File: config.mk
export PLATFORM = sky130hd
export DESIGN_NAME = usb_dfu_rt_top
export DESIGN_NICKNAME = d
export VERILOG_FILES = /design/src/hdl/usb_dfu_pkg.sv /design/src/hdl/ctrl_xfer_fsm.sv /design/src/hdl/descriptor_rom.sv /design/src/hdl/dfu_detach_timer.sv /design/src/hdl/dfu_request_decoder.sv /design/src/hdl/setup_capture.sv /design/src/hdl/usb_dfu_rt_top.sv
export SDC_FILE = /design/constraint.sdc
export NUM_CORES = 1
export LEC_CHECK = 0
export ABC_AREA = 1
export BUFFER_PORTS_ARGS = -buffer_cell sky130_fd_sc_hd__clkbuf_2
export CAP_MARGIN = 25
export CORE_AREA = 2 2 181 183
export CTS_BUF_LIST = sky130_fd_sc_hd__clkbuf_8
export CTS_CLUSTER_DIAMETER = 40
export CTS_CLUSTER_SIZE = 8
export DETAILED_ROUTE_END_ITERATION = 8
export DIE_AREA = 0 0 183 185
export PLACE_DENSITY = 0.46
export SETUP_SLACK_MARGIN = 0.05
export SLEW_MARGIN = 10
export SYNTH_ARGS = -nofsm -noshare
export SYNTH_HDL_FRONTEND = slang
export SYNTH_SLANG_ARGS = --single-unit
File: constraint.sdc
create_clock -name clk -period 2.89 [get_ports clk]
set_clock_uncertainty 0.15 [all_clocks]
set_input_delay 0.4335 -clock clk [delete_from_list [all_inputs] [get_ports clk]]
set_output_delay 0.4335 -clock clk [all_outputs]
set_load 0.02 [all_outputs]
File: src/hdl/usb_dfu_pkg.sv
package usb_dfu_pkg;

  //////////////////////////////////////////////////////////////////////
  // control transfer types
  //////////////////////////////////////////////////////////////////////
  typedef enum logic [2:0] {
    idle, setup_in, setup_done, data_in, data_out, status_in, status_out
  } ctrl_state_t;

  typedef enum logic {
    src_desc,       // device and configuration descriptors
    src_dfu_status  // live DFU status block
  } rom_src_t;

  typedef struct packed {
    logic [7:0]  bm_request_type;
    logic [7:0]  b_request;
    logic [15:0] w_value;
    logic [15:0] w_index;
    logic [15:0] w_length;
  } setup_pkt_t;

  typedef struct packed {
    logic       grant;
    logic       data_avail;
    logic       setup;
    logic [7:0] data;
    logic       acked;
  } out_ep_in_t;

  typedef struct packed {
    logic grant;
    logic data_free;
    logic acked;
  } in_ep_in_t;

  typedef struct packed {
    logic       req;
    logic       data_put;
    logic [7:0] data;
    logic       data_done;
    logic       stall;
  } in_ep_out_t;

  typedef struct packed {
    rom_src_t    src;
    logic [7:0]  start_addr;
    logic [15:0] rom_len;
    logic        stall;
  } req_info_t;

  //////////////////////////////////////////////////////////////////////
  // request keys are {type bit 5, bRequest}
  //////////////////////////////////////////////////////////////////////
  localparam logic [8:0] REQ_GET_DESCRIPTOR = 9'h006;
  localparam logic [8:0] REQ_SET_ADDRESS    = 9'h005;
  localparam logic [8:0] REQ_SET_CONFIG     = 9'h009;
  localparam logic [8:0] REQ_SET_INTERFACE  = 9'h00b;
  localparam logic [8:0] REQ_DFU_DETACH     = 9'h100;
  localparam logic [8:0] REQ_DFU_GETSTATUS  = 9'h103;
  localparam logic [8:0] REQ_DFU_CLRSTATUS  = 9'h104;
  localparam logic [8:0] REQ_DFU_GETSTATE   = 9'h105;
  localparam logic [8:0] REQ_DFU_ABORT      = 9'h106;

  localparam logic [7:0] DESC_DEVICE    = 8'h01;
  localparam logic [7:0] DESC_CONFIG    = 8'h02;
  localparam logic [7:0] DESC_QUALIFIER = 8'h06;

  localparam logic [7:0] DFU_STATE_APP_IDLE   = 8'h00;
  localparam logic [7:0] DFU_STATE_APP_DETACH = 8'h01;
  localparam logic [7:0] DFU_STATUS_OK        = 8'h00;

  // descriptor rom layout
  localparam logic [7:0]  DEV_DESC_ADDR   = 8'd0;
  localparam logic [7:0]  CONF_DESC_ADDR  = 8'd18;
  localparam logic [15:0] DEV_DESC_LEN    = 16'd18;
  localparam logic [15:0] CONF_TOTAL_LEN  = 16'd27;
  localparam logic [7:0]  DFU_BSTATE_ADDR = 8'd4;   // bState within status block
  localparam logic [15:0] DFU_STATUS_LEN  = 16'd6;

  // board values
  localparam logic [7:0]  MAX_PACKET_SIZE    = 8'd32;
  localparam logic [15:0] BOARD_VID          = 16'h1234;
  localparam logic [15:0] BOARD_PID          = 16'h5678;
  localparam logic [15:0] TRANSFER_SIZE      = 16'd256;
  localparam logic [15:0] DFU_DETACH_TIMEOUT = 16'd1000;  // ms, reported only

  // detach timer, shortened for simulation
  localparam int SIM_DETACH_MS = 4;
  localparam int CYCLES_PER_MS = 16;

endpackage

File: src/hdl/ctrl_xfer_fsm.sv
`timescale 1ns/1ps

module ctrl_xfer_fsm
  import usb_dfu_pkg::*;
(
  input  logic       clk,
  input  logic       reset,
  input  out_ep_in_t out_ep,
  input  in_ep_in_t  in_ep_i,
  input  setup_pkt_t setup,
  input  req_info_t  req,
  output logic       setup_stage_end,
  output logic       status_stage_end,
  output logic [7:0] rom_addr,
  output logic       out_ep_req,
  output logic       out_ep_data_get,
  output in_ep_out_t in_ctrl
);

  ctrl_state_t state, state_next;

  logic        avail_q;
  logic        load_q;     // req is valid, counters load this cycle
  logic        empty_q;
  logic        done_q;
  logic        zlp;        // zero length data packet
  logic [15:0] rom_cnt;
  logic [15:0] data_cnt;

  assign out_ep_req      = out_ep.data_avail;
  assign out_ep_data_get = out_ep.data_avail;

  wire pkt_start       = out_ep.data_avail && !avail_q;
  wire pkt_end         = !out_ep.data_avail && avail_q;
  wire setup_pkt_start = pkt_start && out_ep.setup;

  wire has_data_stage = |setup.w_length;
  wire in_stage       = has_data_stage && setup.bm_request_type[7];
  wire out_stage      = has_data_stage && !setup.bm_request_type[7];

  wire bytes_left = (rom_cnt != 16'd0) && (data_cnt != 16'd0);
  wire sending    = (state == data_in) && !load_q;
  wire all_sent   = sending && !bytes_left;
  wire stall_now  = load_q && req.stall;
  wire in_xfer    = in_ctrl.data_put && in_ep_i.grant;
  wire out_xfer   = (state == data_out) && out_ep.grant && out_ep.data_avail &&
                    !out_ep.setup && (data_cnt != 16'd0);

  assign in_ctrl.req       = sending && bytes_left;
  assign in_ctrl.data_put  = sending && bytes_left && in_ep_i.data_free;
  assign in_ctrl.data      = 8'h00;  // filled in by the rom at top level
  assign in_ctrl.data_done = done_q || zlp;
  assign in_ctrl.stall     = stall_now;

  //////////////////////////////////////////////////////////////////////
  // stage sequencer
  //////////////////////////////////////////////////////////////////////
  always_comb begin
    state_next       = state;
    setup_stage_end  = 1'b0;
    status_stage_end = 1'b0;
    zlp              = 1'b0;
    if (stall_now) begin
      state_next       = idle;  // stall aborts the transfer
      status_stage_end = 1'b1;
    end else begin
      case (state)
        idle:       if (setup_pkt_start) state_next = setup_in;
        setup_in:   if (pkt_end) state_next = setup_done;
        setup_done: begin
          setup_stage_end = 1'b1;
          if (in_stage) begin
            state_next = data_in;
          end else if (out_stage) begin
            state_next = data_out;
          end else begin
            state_next = status_in;
            zlp        = 1'b1;
          end
        end
        data_in:    if (in_ep_i.acked && all_sent) state_next = status_out;
        data_out: begin
          if (!load_q && data_cnt == 16'd0) begin
            state_next = status_in;
            zlp        = 1'b1;
          end
        end
        status_in, status_out: begin
          if ((state == status_in) ? in_ep_i.acked : out_ep.acked) begin
            state_next       = idle;
            status_stage_end = 1'b1;
          end
        end
        default:    state_next = idle;
      endcase
    end
  end

  always_ff @(posedge clk) begin
    if (reset) begin
      state   <= idle;
      avail_q <= 1'b0;
      load_q  <= 1'b0;
      empty_q <= 1'b0;
      done_q  <= 1'b0;
    end else begin
      state   <= state_next;
      avail_q <= out_ep.data_avail;
      load_q  <= setup_stage_end;
      empty_q <= all_sent;
      done_q  <= all_sent && !empty_q;  // one cycle after first empty cycle
    end
  end

  //////////////////////////////////////////////////////////////////////
  // data stage counters
  //////////////////////////////////////////////////////////////////////
  always_ff @(posedge clk) begin
    if (reset) begin
      rom_addr <= '0;
      rom_cnt  <= '0;
      data_cnt <= '0;
    end else begin
      if (load_q) begin
        rom_addr <= req.start_addr;
        rom_cnt  <= req.rom_len;
        data_cnt <= setup.w_length;
      end else if (in_xfer) begin
        rom_addr <= rom_addr + 8'd1;
        rom_cnt  <= rom_cnt - 16'd1;
        data_cnt <= data_cnt - 16'd1;
      end else if (out_xfer) begin
        data_cnt <= data_cnt - 16'd1;
      end
      if (status_stage_end) begin
        rom_addr <= '0;
        rom_cnt  <= '0;
      end
    end
  end

endmodule

File: src/hdl/descriptor_rom.sv
`timescale 1ns/1ps

module descriptor_rom
  import usb_dfu_pkg::*;
(
  input  rom_src_t   src,
  input  logic [7:0] rom_addr,
  input  logic [7:0] dfu_state,
  input  logic [7:0] dfu_status,
  output logic [7:0] data
);

  logic [7:0] desc [45];
  logic [7:0] desc_byte;
  logic [7:0] status_byte;

  assign desc = '{
    // device descriptor
    8'd18, DESC_DEVICE, 8'h00, 8'h01,   // bcdUSB 1.00
    8'h00, 8'h00, 8'h00, MAX_PACKET_SIZE,
    BOARD_VID[7:0], BOARD_VID[15:8],
    BOARD_PID[7:0], BOARD_PID[15:8],
    8'h00, 8'h00,                       // bcdDevice
    8'h00, 8'h00, 8'h00,                // no string indices
    8'd1,                               // one configuration
    // configuration
    8'd9, DESC_CONFIG, CONF_TOTAL_LEN[7:0], CONF_TOTAL_LEN[15:8],
    8'd1, 8'd1, 8'd0, 8'hc0, 8'd50,     // self powered, 100 mA
    // interface, dfu runtime class
    8'd9, 8'h04, 8'd0, 8'd0, 8'd0, 8'hfe, 8'h01, 8'h01, 8'h00,
    // dfu functional descriptor
    8'd9, 8'h21, 8'h0f,
    DFU_DETACH_TIMEOUT[7:0], DFU_DETACH_TIMEOUT[15:8],
    TRANSFER_SIZE[7:0], TRANSFER_SIZE[15:8],
    8'h10, 8'h01                        // bcdDFUVersion 1.10
  };

  assign desc_byte = (rom_addr < 8'd45) ? desc[rom_addr[5:0]] : 8'h00;

  // getstatus block, poll timeout fixed at 1 ms
  always_comb begin
    case (rom_addr)
      8'd0:    status_byte = dfu_status;
      8'd1:    status_byte = 8'd1;
      8'd4:    status_byte = dfu_state;
      default: status_byte = 8'h00;
    endcase
  end

  assign data = (src == src_dfu_status) ? status_byte : desc_byte;

endmodule

File: src/hdl/dfu_detach_timer.sv
`timescale 1ns/1ps

module dfu_detach_timer
  import usb_dfu_pkg::*;
(
  input  logic       clk,
  input  logic       reset,
  input  logic       usb_reset,
  input  logic [7:0] dfu_state,
  output logic       dfu_detach
);

  logic [15:0] presc;    // cycles within the current ms
  logic [15:0] ms_left;

  wire detaching = (dfu_state == DFU_STATE_APP_DETACH);
  wire ms_tick   = detaching && (presc == 16'(CYCLES_PER_MS - 1));

  always_ff @(posedge clk) begin
    if (reset || !detaching) begin
      presc   <= '0;
      ms_left <= 16'(SIM_DETACH_MS);
    end else if (ms_tick) begin
      presc   <= '0;
      ms_left <= ms_left - 16'd1;
    end else begin
      presc <= presc + 16'd1;
    end
  end

  always_ff @(posedge clk) begin
    if (reset) begin
      dfu_detach <= 1'b0;
    end else if (usb_reset && dfu_state != DFU_STATE_APP_IDLE) begin
      dfu_detach <= 1'b1;
    end else if (ms_tick && ms_left == 16'd1) begin
      dfu_detach <= 1'b1;  // last ms expired
    end
  end

endmodule

File: src/hdl/dfu_request_decoder.sv
`timescale 1ns/1ps

module dfu_request_decoder
  import usb_dfu_pkg::*;
(
  input  logic       clk,
  input  logic       reset,
  input  logic       usb_reset,
  input  setup_pkt_t setup,
  input  logic       setup_stage_end,
  input  logic       status_stage_end,
  output req_info_t  req,
  output logic [6:0] dev_addr,
  output logic [7:0] dfu_state,
  output logic [7:0] dfu_status
);

  req_info_t  dec;
  logic       go_detach;
  logic       go_idle;
  logic       clr_status;
  logic       set_addr;
  logic       addr_pending;
  logic [6:0] new_addr;

  wire [8:0] req_key = {setup.bm_request_type[5], setup.b_request};

  always_comb begin
    dec        = '0;
    dec.src    = src_desc;
    go_detach  = 1'b0;
    go_idle    = 1'b0;
    clr_status = 1'b0;
    set_addr   = 1'b0;
    if (!setup.bm_request_type[6]) begin  // vendor requests fall through
      case (req_key)
        REQ_GET_DESCRIPTOR: begin
          case (setup.w_value[15:8])
            DESC_DEVICE: begin
              dec.start_addr = DEV_DESC_ADDR;
              dec.rom_len    = DEV_DESC_LEN;
            end
            DESC_CONFIG: begin
              dec.start_addr = CONF_DESC_ADDR;
              dec.rom_len    = CONF_TOTAL_LEN;
            end
            DESC_QUALIFIER: dec.stall = 1'b1;  // full speed only
            default: ;                         // strings get zero length
          endcase
        end
        REQ_SET_ADDRESS:   set_addr = 1'b1;
        REQ_DFU_DETACH:    go_detach = 1'b1;
        REQ_DFU_GETSTATUS: begin
          dec.src     = src_dfu_status;
          dec.rom_len = DFU_STATUS_LEN;
        end
        REQ_DFU_CLRSTATUS: begin
          go_idle    = 1'b1;
          clr_status = 1'b1;
        end
        REQ_DFU_GETSTATE: begin
          dec.src        = src_dfu_status;
          dec.start_addr = DFU_BSTATE_ADDR;
          dec.rom_len    = 16'd1;
        end
        REQ_DFU_ABORT:     go_idle = 1'b1;
        default: ;  // set config and interface need no data either
      endcase
    end
  end

  always_ff @(posedge clk) begin
    if (reset) begin
      req        <= '0;
      dfu_state  <= DFU_STATE_APP_IDLE;
      dfu_status <= DFU_STATUS_OK;
    end else if (setup_stage_end) begin
      req <= dec;
      if (go_detach) begin
        dfu_state <= DFU_STATE_APP_DETACH;
      end else if (go_idle) begin
        dfu_state <= DFU_STATE_APP_IDLE;
      end
      if (clr_status) dfu_status <= DFU_STATUS_OK;
    end
  end

  //////////////////////////////////////////////////////////////////////
  // address takes effect once the status stage is done
  //////////////////////////////////////////////////////////////////////
  always_ff @(posedge clk) begin
    if (reset || usb_reset) begin
      dev_addr     <= '0;
      addr_pending <= 1'b0;
    end else if (setup_stage_end && set_addr) begin
      addr_pending <= 1'b1;
    end else if (status_stage_end && addr_pending) begin
      dev_addr     <= new_addr;
      addr_pending <= 1'b0;
    end
  end

  always_ff @(posedge clk) begin
    if (setup_stage_end && set_addr) new_addr <= setup.w_value[6:0];
  end

endmodule

File: src/hdl/setup_capture.sv
`timescale 1ns/1ps

module setup_capture
  import usb_dfu_pkg::*;
(
  input  logic       clk,
  input  logic       reset,
  input  logic       usb_reset,
  input  out_ep_in_t out_ep,
  input  logic       status_stage_end,
  output setup_pkt_t setup
);

  logic       data_valid;  // byte on out_ep.data this cycle
  logic [2:0] ptr;

  always_ff @(posedge clk) begin
    if (reset) begin
      data_valid <= 1'b0;
    end else begin
      data_valid <= out_ep.data_avail && out_ep.grant;
    end
  end

  always_ff @(posedge clk) begin
    if (reset || usb_reset || status_stage_end) begin
      ptr <= '0;
    end else if (out_ep.setup && data_valid) begin
      ptr <= ptr + 3'd1;
    end
  end

  // little endian fields, byte 0 first
  always_ff @(posedge clk) begin
    if (out_ep.setup && data_valid) begin
      case (ptr)
        3'd0: setup.bm_request_type <= out_ep.data;
        3'd1: setup.b_request       <= out_ep.data;
        3'd2: setup.w_value[7:0]    <= out_ep.data;
        3'd3: setup.w_value[15:8]   <= out_ep.data;
        3'd4: setup.w_index[7:0]    <= out_ep.data;
        3'd5: setup.w_index[15:8]   <= out_ep.data;
        3'd6: setup.w_length[7:0]   <= out_ep.data;
        default: setup.w_length[15:8] <= out_ep.data;
      endcase
    end
  end

endmodule

File: src/hdl/usb_dfu_rt_top.sv
`timescale 1ns/1ps

module usb_dfu_rt_top
  import usb_dfu_pkg::*;
(
  input  logic       clk,
  input  logic       reset,
  input  logic       usb_reset,
  input  out_ep_in_t out_ep,
  input  in_ep_in_t  in_ep_i,
  output logic       out_ep_req,
  output logic       out_ep_data_get,
  output in_ep_out_t in_ep_o,
  output logic [6:0] dev_addr,
  output logic       dfu_detach,
  output logic [7:0] dfu_state
);

  setup_pkt_t setup;
  req_info_t  req;
  in_ep_out_t in_ctrl;
  logic       setup_stage_end;
  logic       status_stage_end;
  logic [7:0] rom_addr;
  logic [7:0] rom_data;
  logic [7:0] dfu_status;

  setup_capture u_capture (
    .clk              (clk),
    .reset            (reset),
    .usb_reset        (usb_reset),
    .out_ep           (out_ep),
    .status_stage_end (status_stage_end),
    .setup            (setup)
  );

  ctrl_xfer_fsm u_fsm (
    .clk              (clk),
    .reset            (reset),
    .out_ep           (out_ep),
    .in_ep_i          (in_ep_i),
    .setup            (setup),
    .req              (req),
    .setup_stage_end  (setup_stage_end),
    .status_stage_end (status_stage_end),
    .rom_addr         (rom_addr),
    .out_ep_req       (out_ep_req),
    .out_ep_data_get  (out_ep_data_get),
    .in_ctrl          (in_ctrl)
  );

  dfu_request_decoder u_decoder (
    .clk              (clk),
    .reset            (reset),
    .usb_reset        (usb_reset),
    .setup            (setup),
    .setup_stage_end  (setup_stage_end),
    .status_stage_end (status_stage_end),
    .req              (req),
    .dev_addr         (dev_addr),
    .dfu_state        (dfu_state),
    .dfu_status       (dfu_status)
  );

  descriptor_rom u_rom (
    .src        (req.src),
    .rom_addr   (rom_addr),
    .dfu_state  (dfu_state),
    .dfu_status (dfu_status),
    .data       (rom_data)
  );

  dfu_detach_timer u_timer (
    .clk        (clk),
    .reset      (reset),
    .usb_reset  (usb_reset),
    .dfu_state  (dfu_state),
    .dfu_detach (dfu_detach)
  );

  // strobes from the fsm, payload from the rom
  always_comb begin
    in_ep_o      = in_ctrl;
    in_ep_o.data = rom_data;
  end

endmodule

==> results_dict.tcl <==
set metrics [dict create \
    status "complete, no violations" \
    die_w_um 183 \
    max-slew-margin-rel_pct 54.49 \
    yosys.area_share.xor_xnor_pct 3.569 \
    vias 6648 \
    rrSetupSlack_ns 0.64 \
    cts_root_buf "clkbuf_8" \
    final_cell_area_um2 8891 \
    cp-endpoint "in_ep_o[3]" \
    synthAdderAreaFrac_pct 3.187 \
    max_freq_ghz 0.3784 \
    placed_area_um2 8472 \
    endpoint_kind "output pin" \
    rsz0062_at_grt "no" \
    grt_pass1_vias 6329 \
    tightestPinTransition_ns 0.6802 \
    tritoncts "built" \
    ys_types 42 \
    ios 48 \
    drtPass1Iterations 5 \
    synth_top_area_cell "dfxtp_1" \
    final_nets 1138 \
    cp-startpoint "u_fsm.rom_addr[0]" \
    synth-simple-area-share_pct 30.56 \
    cts_sinks 151 \
    synth_edf_count 49 \
    setup_tns_ns 0 \
    antenna_cells 0 \
    async_flop_share_pct 0 \
    postRouteAntennaNets 0 \
    wirelength_um 19540 \
    synth_area_um2 7853 \
    slowest_delay_ns 0.37 \
    port_buffers 40 \
    drive_above_1_share_pct 10.24 \
    whs_ns 0.08391 \
    grt_max_degree 46 \
    grt_overflow 0 \
    drc_errors 0 \
    crit_chain "inv_2 -> ha_2 -> nand2_1 -> o21ai_0 -> nor2_1 -> o21ai_0 -> a31oi_1 -> nor3_1 -> clkbuf_2" \
    grt_pass1_wl_um 32580 \
    power_w 0.005976 \
    min_delay_path_depth 3 \
    grtUsageTotal_pct 12.10 \
    worstPathMaxFanout 8 \
    post_cts_buffers 0 \
    ys_ff_latch 151 \
    row_count 66 \
    yosys_warnings 0 \
    worst_hold_path_type "in2reg" \
    r2r-end "u_decoder.new_addr[6]" \
    final_common_cell "nand2_1" \
    setup_viol 0 \
    synth_top_family_by_area "simple AND/OR/NAND/NOR gates" \
    vias_per_cell 4.371 \
    most-common-layout-cells "250 x nand2_1, 184 x nor2_1, 111 x inv_1, 99 x dfxtp_1, 62 x a21oi_1" \
    synth_top_area_share_pct 26.00 \
    peakVddDrop_mv 0.2096 \
    cp.arrival_ns 2.06 \
    report.final.slew_viol_count 0 \
    synth-main-ff-cell "dfxtp_1" \
    syn_inst 1063 \
    period_minus_slack_ns 2.643 \
    syn2layout_area_growth_pct 13.23 \
    synth_compound_area_share_pct 9.337 \
    antenna_found_initial 0 \
    gp_congestion 0.8353 \
    critical_path_class "reg2out" \
    hold_violations 0 \
    clkTransAtPathRegs_ns 0.09 \
    cp_common_cell "o21ai_0" \
    placed_cells 1489 \
    die_height_um 185 \
    required_ns 2.31 \
    insertion_delay_ns 0.46 \
    power.density_nw_per_um2 672.1 \
    core_area_um2 32040 \
    leakagePower_nw 3.776 \
    cp_slowest_cell "dfxtp_2" \
    r2r-start "u_fsm.state[2]" \
    synth_area_leaders "dfxtp_1 26%, edfxtp_1 19%, nand2_1 12%" \
    cap_violations 0 \
    synth_mux_area_share_pct 0.3824 \
    drtIter0Drc 386 \
    startpoint_type "flop" \
    cts.path.max_buffers 2 \
    fin_crit_sh_pct 91.44 \
    numCtsBuffers 17 \
    dieArea_um2 33860 \
    ff2ff_path_depth 7 \
    hpwlAfterDp_um 14260 \
    ys_seq_area_share_pct 44.74 \
    wl_per_cell_um 12.84 \
    fillerInstances 3532 \
    instances_no_fill 1521 \
    syn_avg_cell_area_um2 7.387 \
    start_util_pct 24.51 \
    htreeDepth 4 \
]
routing by layer:
metal | track usage [%] | up-vias | share of wire [%] | routed length [um]
met4 | 3.392 | 0 | 0.99 | 193
li1 | - | 3499 | - | -
met5 | 0 | - | 0 | 0
met3 | 2.104 | 11 | 2.8 | 553
met1 | 16.29 | 3048 | 50 | 9809
met2 | 19.95 | 90 | 46 | 8979
through the flow:
step | setup WS, ns | utilization (%)
5_1_grt | 0.08089 | 27.75
4_1_cts | 0.06552 | 27.72
3_5_place_dp | 0.4029 | 26.44
6_report | 0.2474 | 27.75
3_3_place_gp | 0.4986 | 26.44
2_1_floorplan | 0.1438 | -
report_power, final:
part           internal (W)  switching, W  total [W]  leakage [nW]
sequential          0.00229      0.000129    0.00242          1.27
clock              0.000789      0.000895    0.00168         0.198
combinational      0.000677       0.00119    0.00187          2.31
total               0.00376       0.00222    0.00598          3.78
worst min path at each step:
| stage | startpoint | to | slack (ns) |
|---|---|---|---|
| global route | out_ep[11] | u_capture.data_valid | 0.09 |
| global placement | u_fsm.empty_q | u_fsm.done_q | 0.24 |
| CTS | out_ep[11] | u_capture.data_valid | 0.07 |
| finish | out_ep[11] | u_capture.data_valid | 0.08 |
| detailed placement | u_fsm.empty_q | u_fsm.done_q | 0.24 |
| floorplan | u_fsm.empty_q | u_fsm.done_q | 0.22 |
kinds of logic after synthesis:
logic type	after synthesis
multiplexers	3
other	1
AND/OR/NAND/NOR	567
XOR/XNOR	32
buffers and inverters	154
AO/OA/AOI/OAI	135
adder cells (fa/ha/maj)	20
flip-flops	151
worst max-delay path: cells and delay by family, from the launching register on:
family / cells / cell delay [ns]
compound gates: 3 / 0.41
flops: 1 / 0.37
simple gates: 3 / 0.33
buf+inv: 2 / 0.30
fa+ha+maj: 1 / 0.21
cells in the mapped netlist, types with 3 or more instances:
library cell	number
inv_1	112
buf_4	13
ha_1	20
nand2_1	250
o21ai_1	3
dfxtp_1	102
o21bai_1	3
a21oi_1	62
nand3_1	55
xor2_1	25
mux2i_1	3
buf_2	6
clkbuf_1	19
a31oi_1	6
nor2_4	3
edfxtp_1	49
or2_2	8
nor3b_1	4
xnor2_1	7
nor3_1	26
nor2_2	3
nand4_1	21
o21ai_0	46
nor2_1	186
nand2_2	3
nor4_1	4
o211ai_1	3
flip-flops by register name (all words and copies together) (netlist names), 3 cells and up:
register,cells
u_timer.presc,16
u_decoder.dev_addr,7
u_capture.ptr,3
u_fsm.data_cnt,16
u_capture.setup,42
u_decoder.req,9
u_fsm.state,3
u_timer.ms_left,16
u_decoder.new_addr,7
u_fsm.rom_cnt,16
u_fsm.rom_addr,8
area by class of cell:
class	count	area [um2]	share of cell area, %
multi-input cells	764	3740	42.06
flip-flops and latches	151	3517	39.56
well taps	408	510.5	5.742
inverters	113	424.2	4.771
repair buffers	53	297.8	3.349
clock buffers	17	234.0	2.632
clock inverters	15	167.7	1.886
what timing repair did:
| item | CTS | global route |
|---|---|---|
| hold buffers | 0 | 0 |
| gates cloned | 0 | 0 |
| pin swaps | 0 | 0 |
| endpoints found under the setup margin | 3 | 7 |
| resized for setup | 3 | 9 |
No activity file was read; power rests on OpenSTA's default activity.
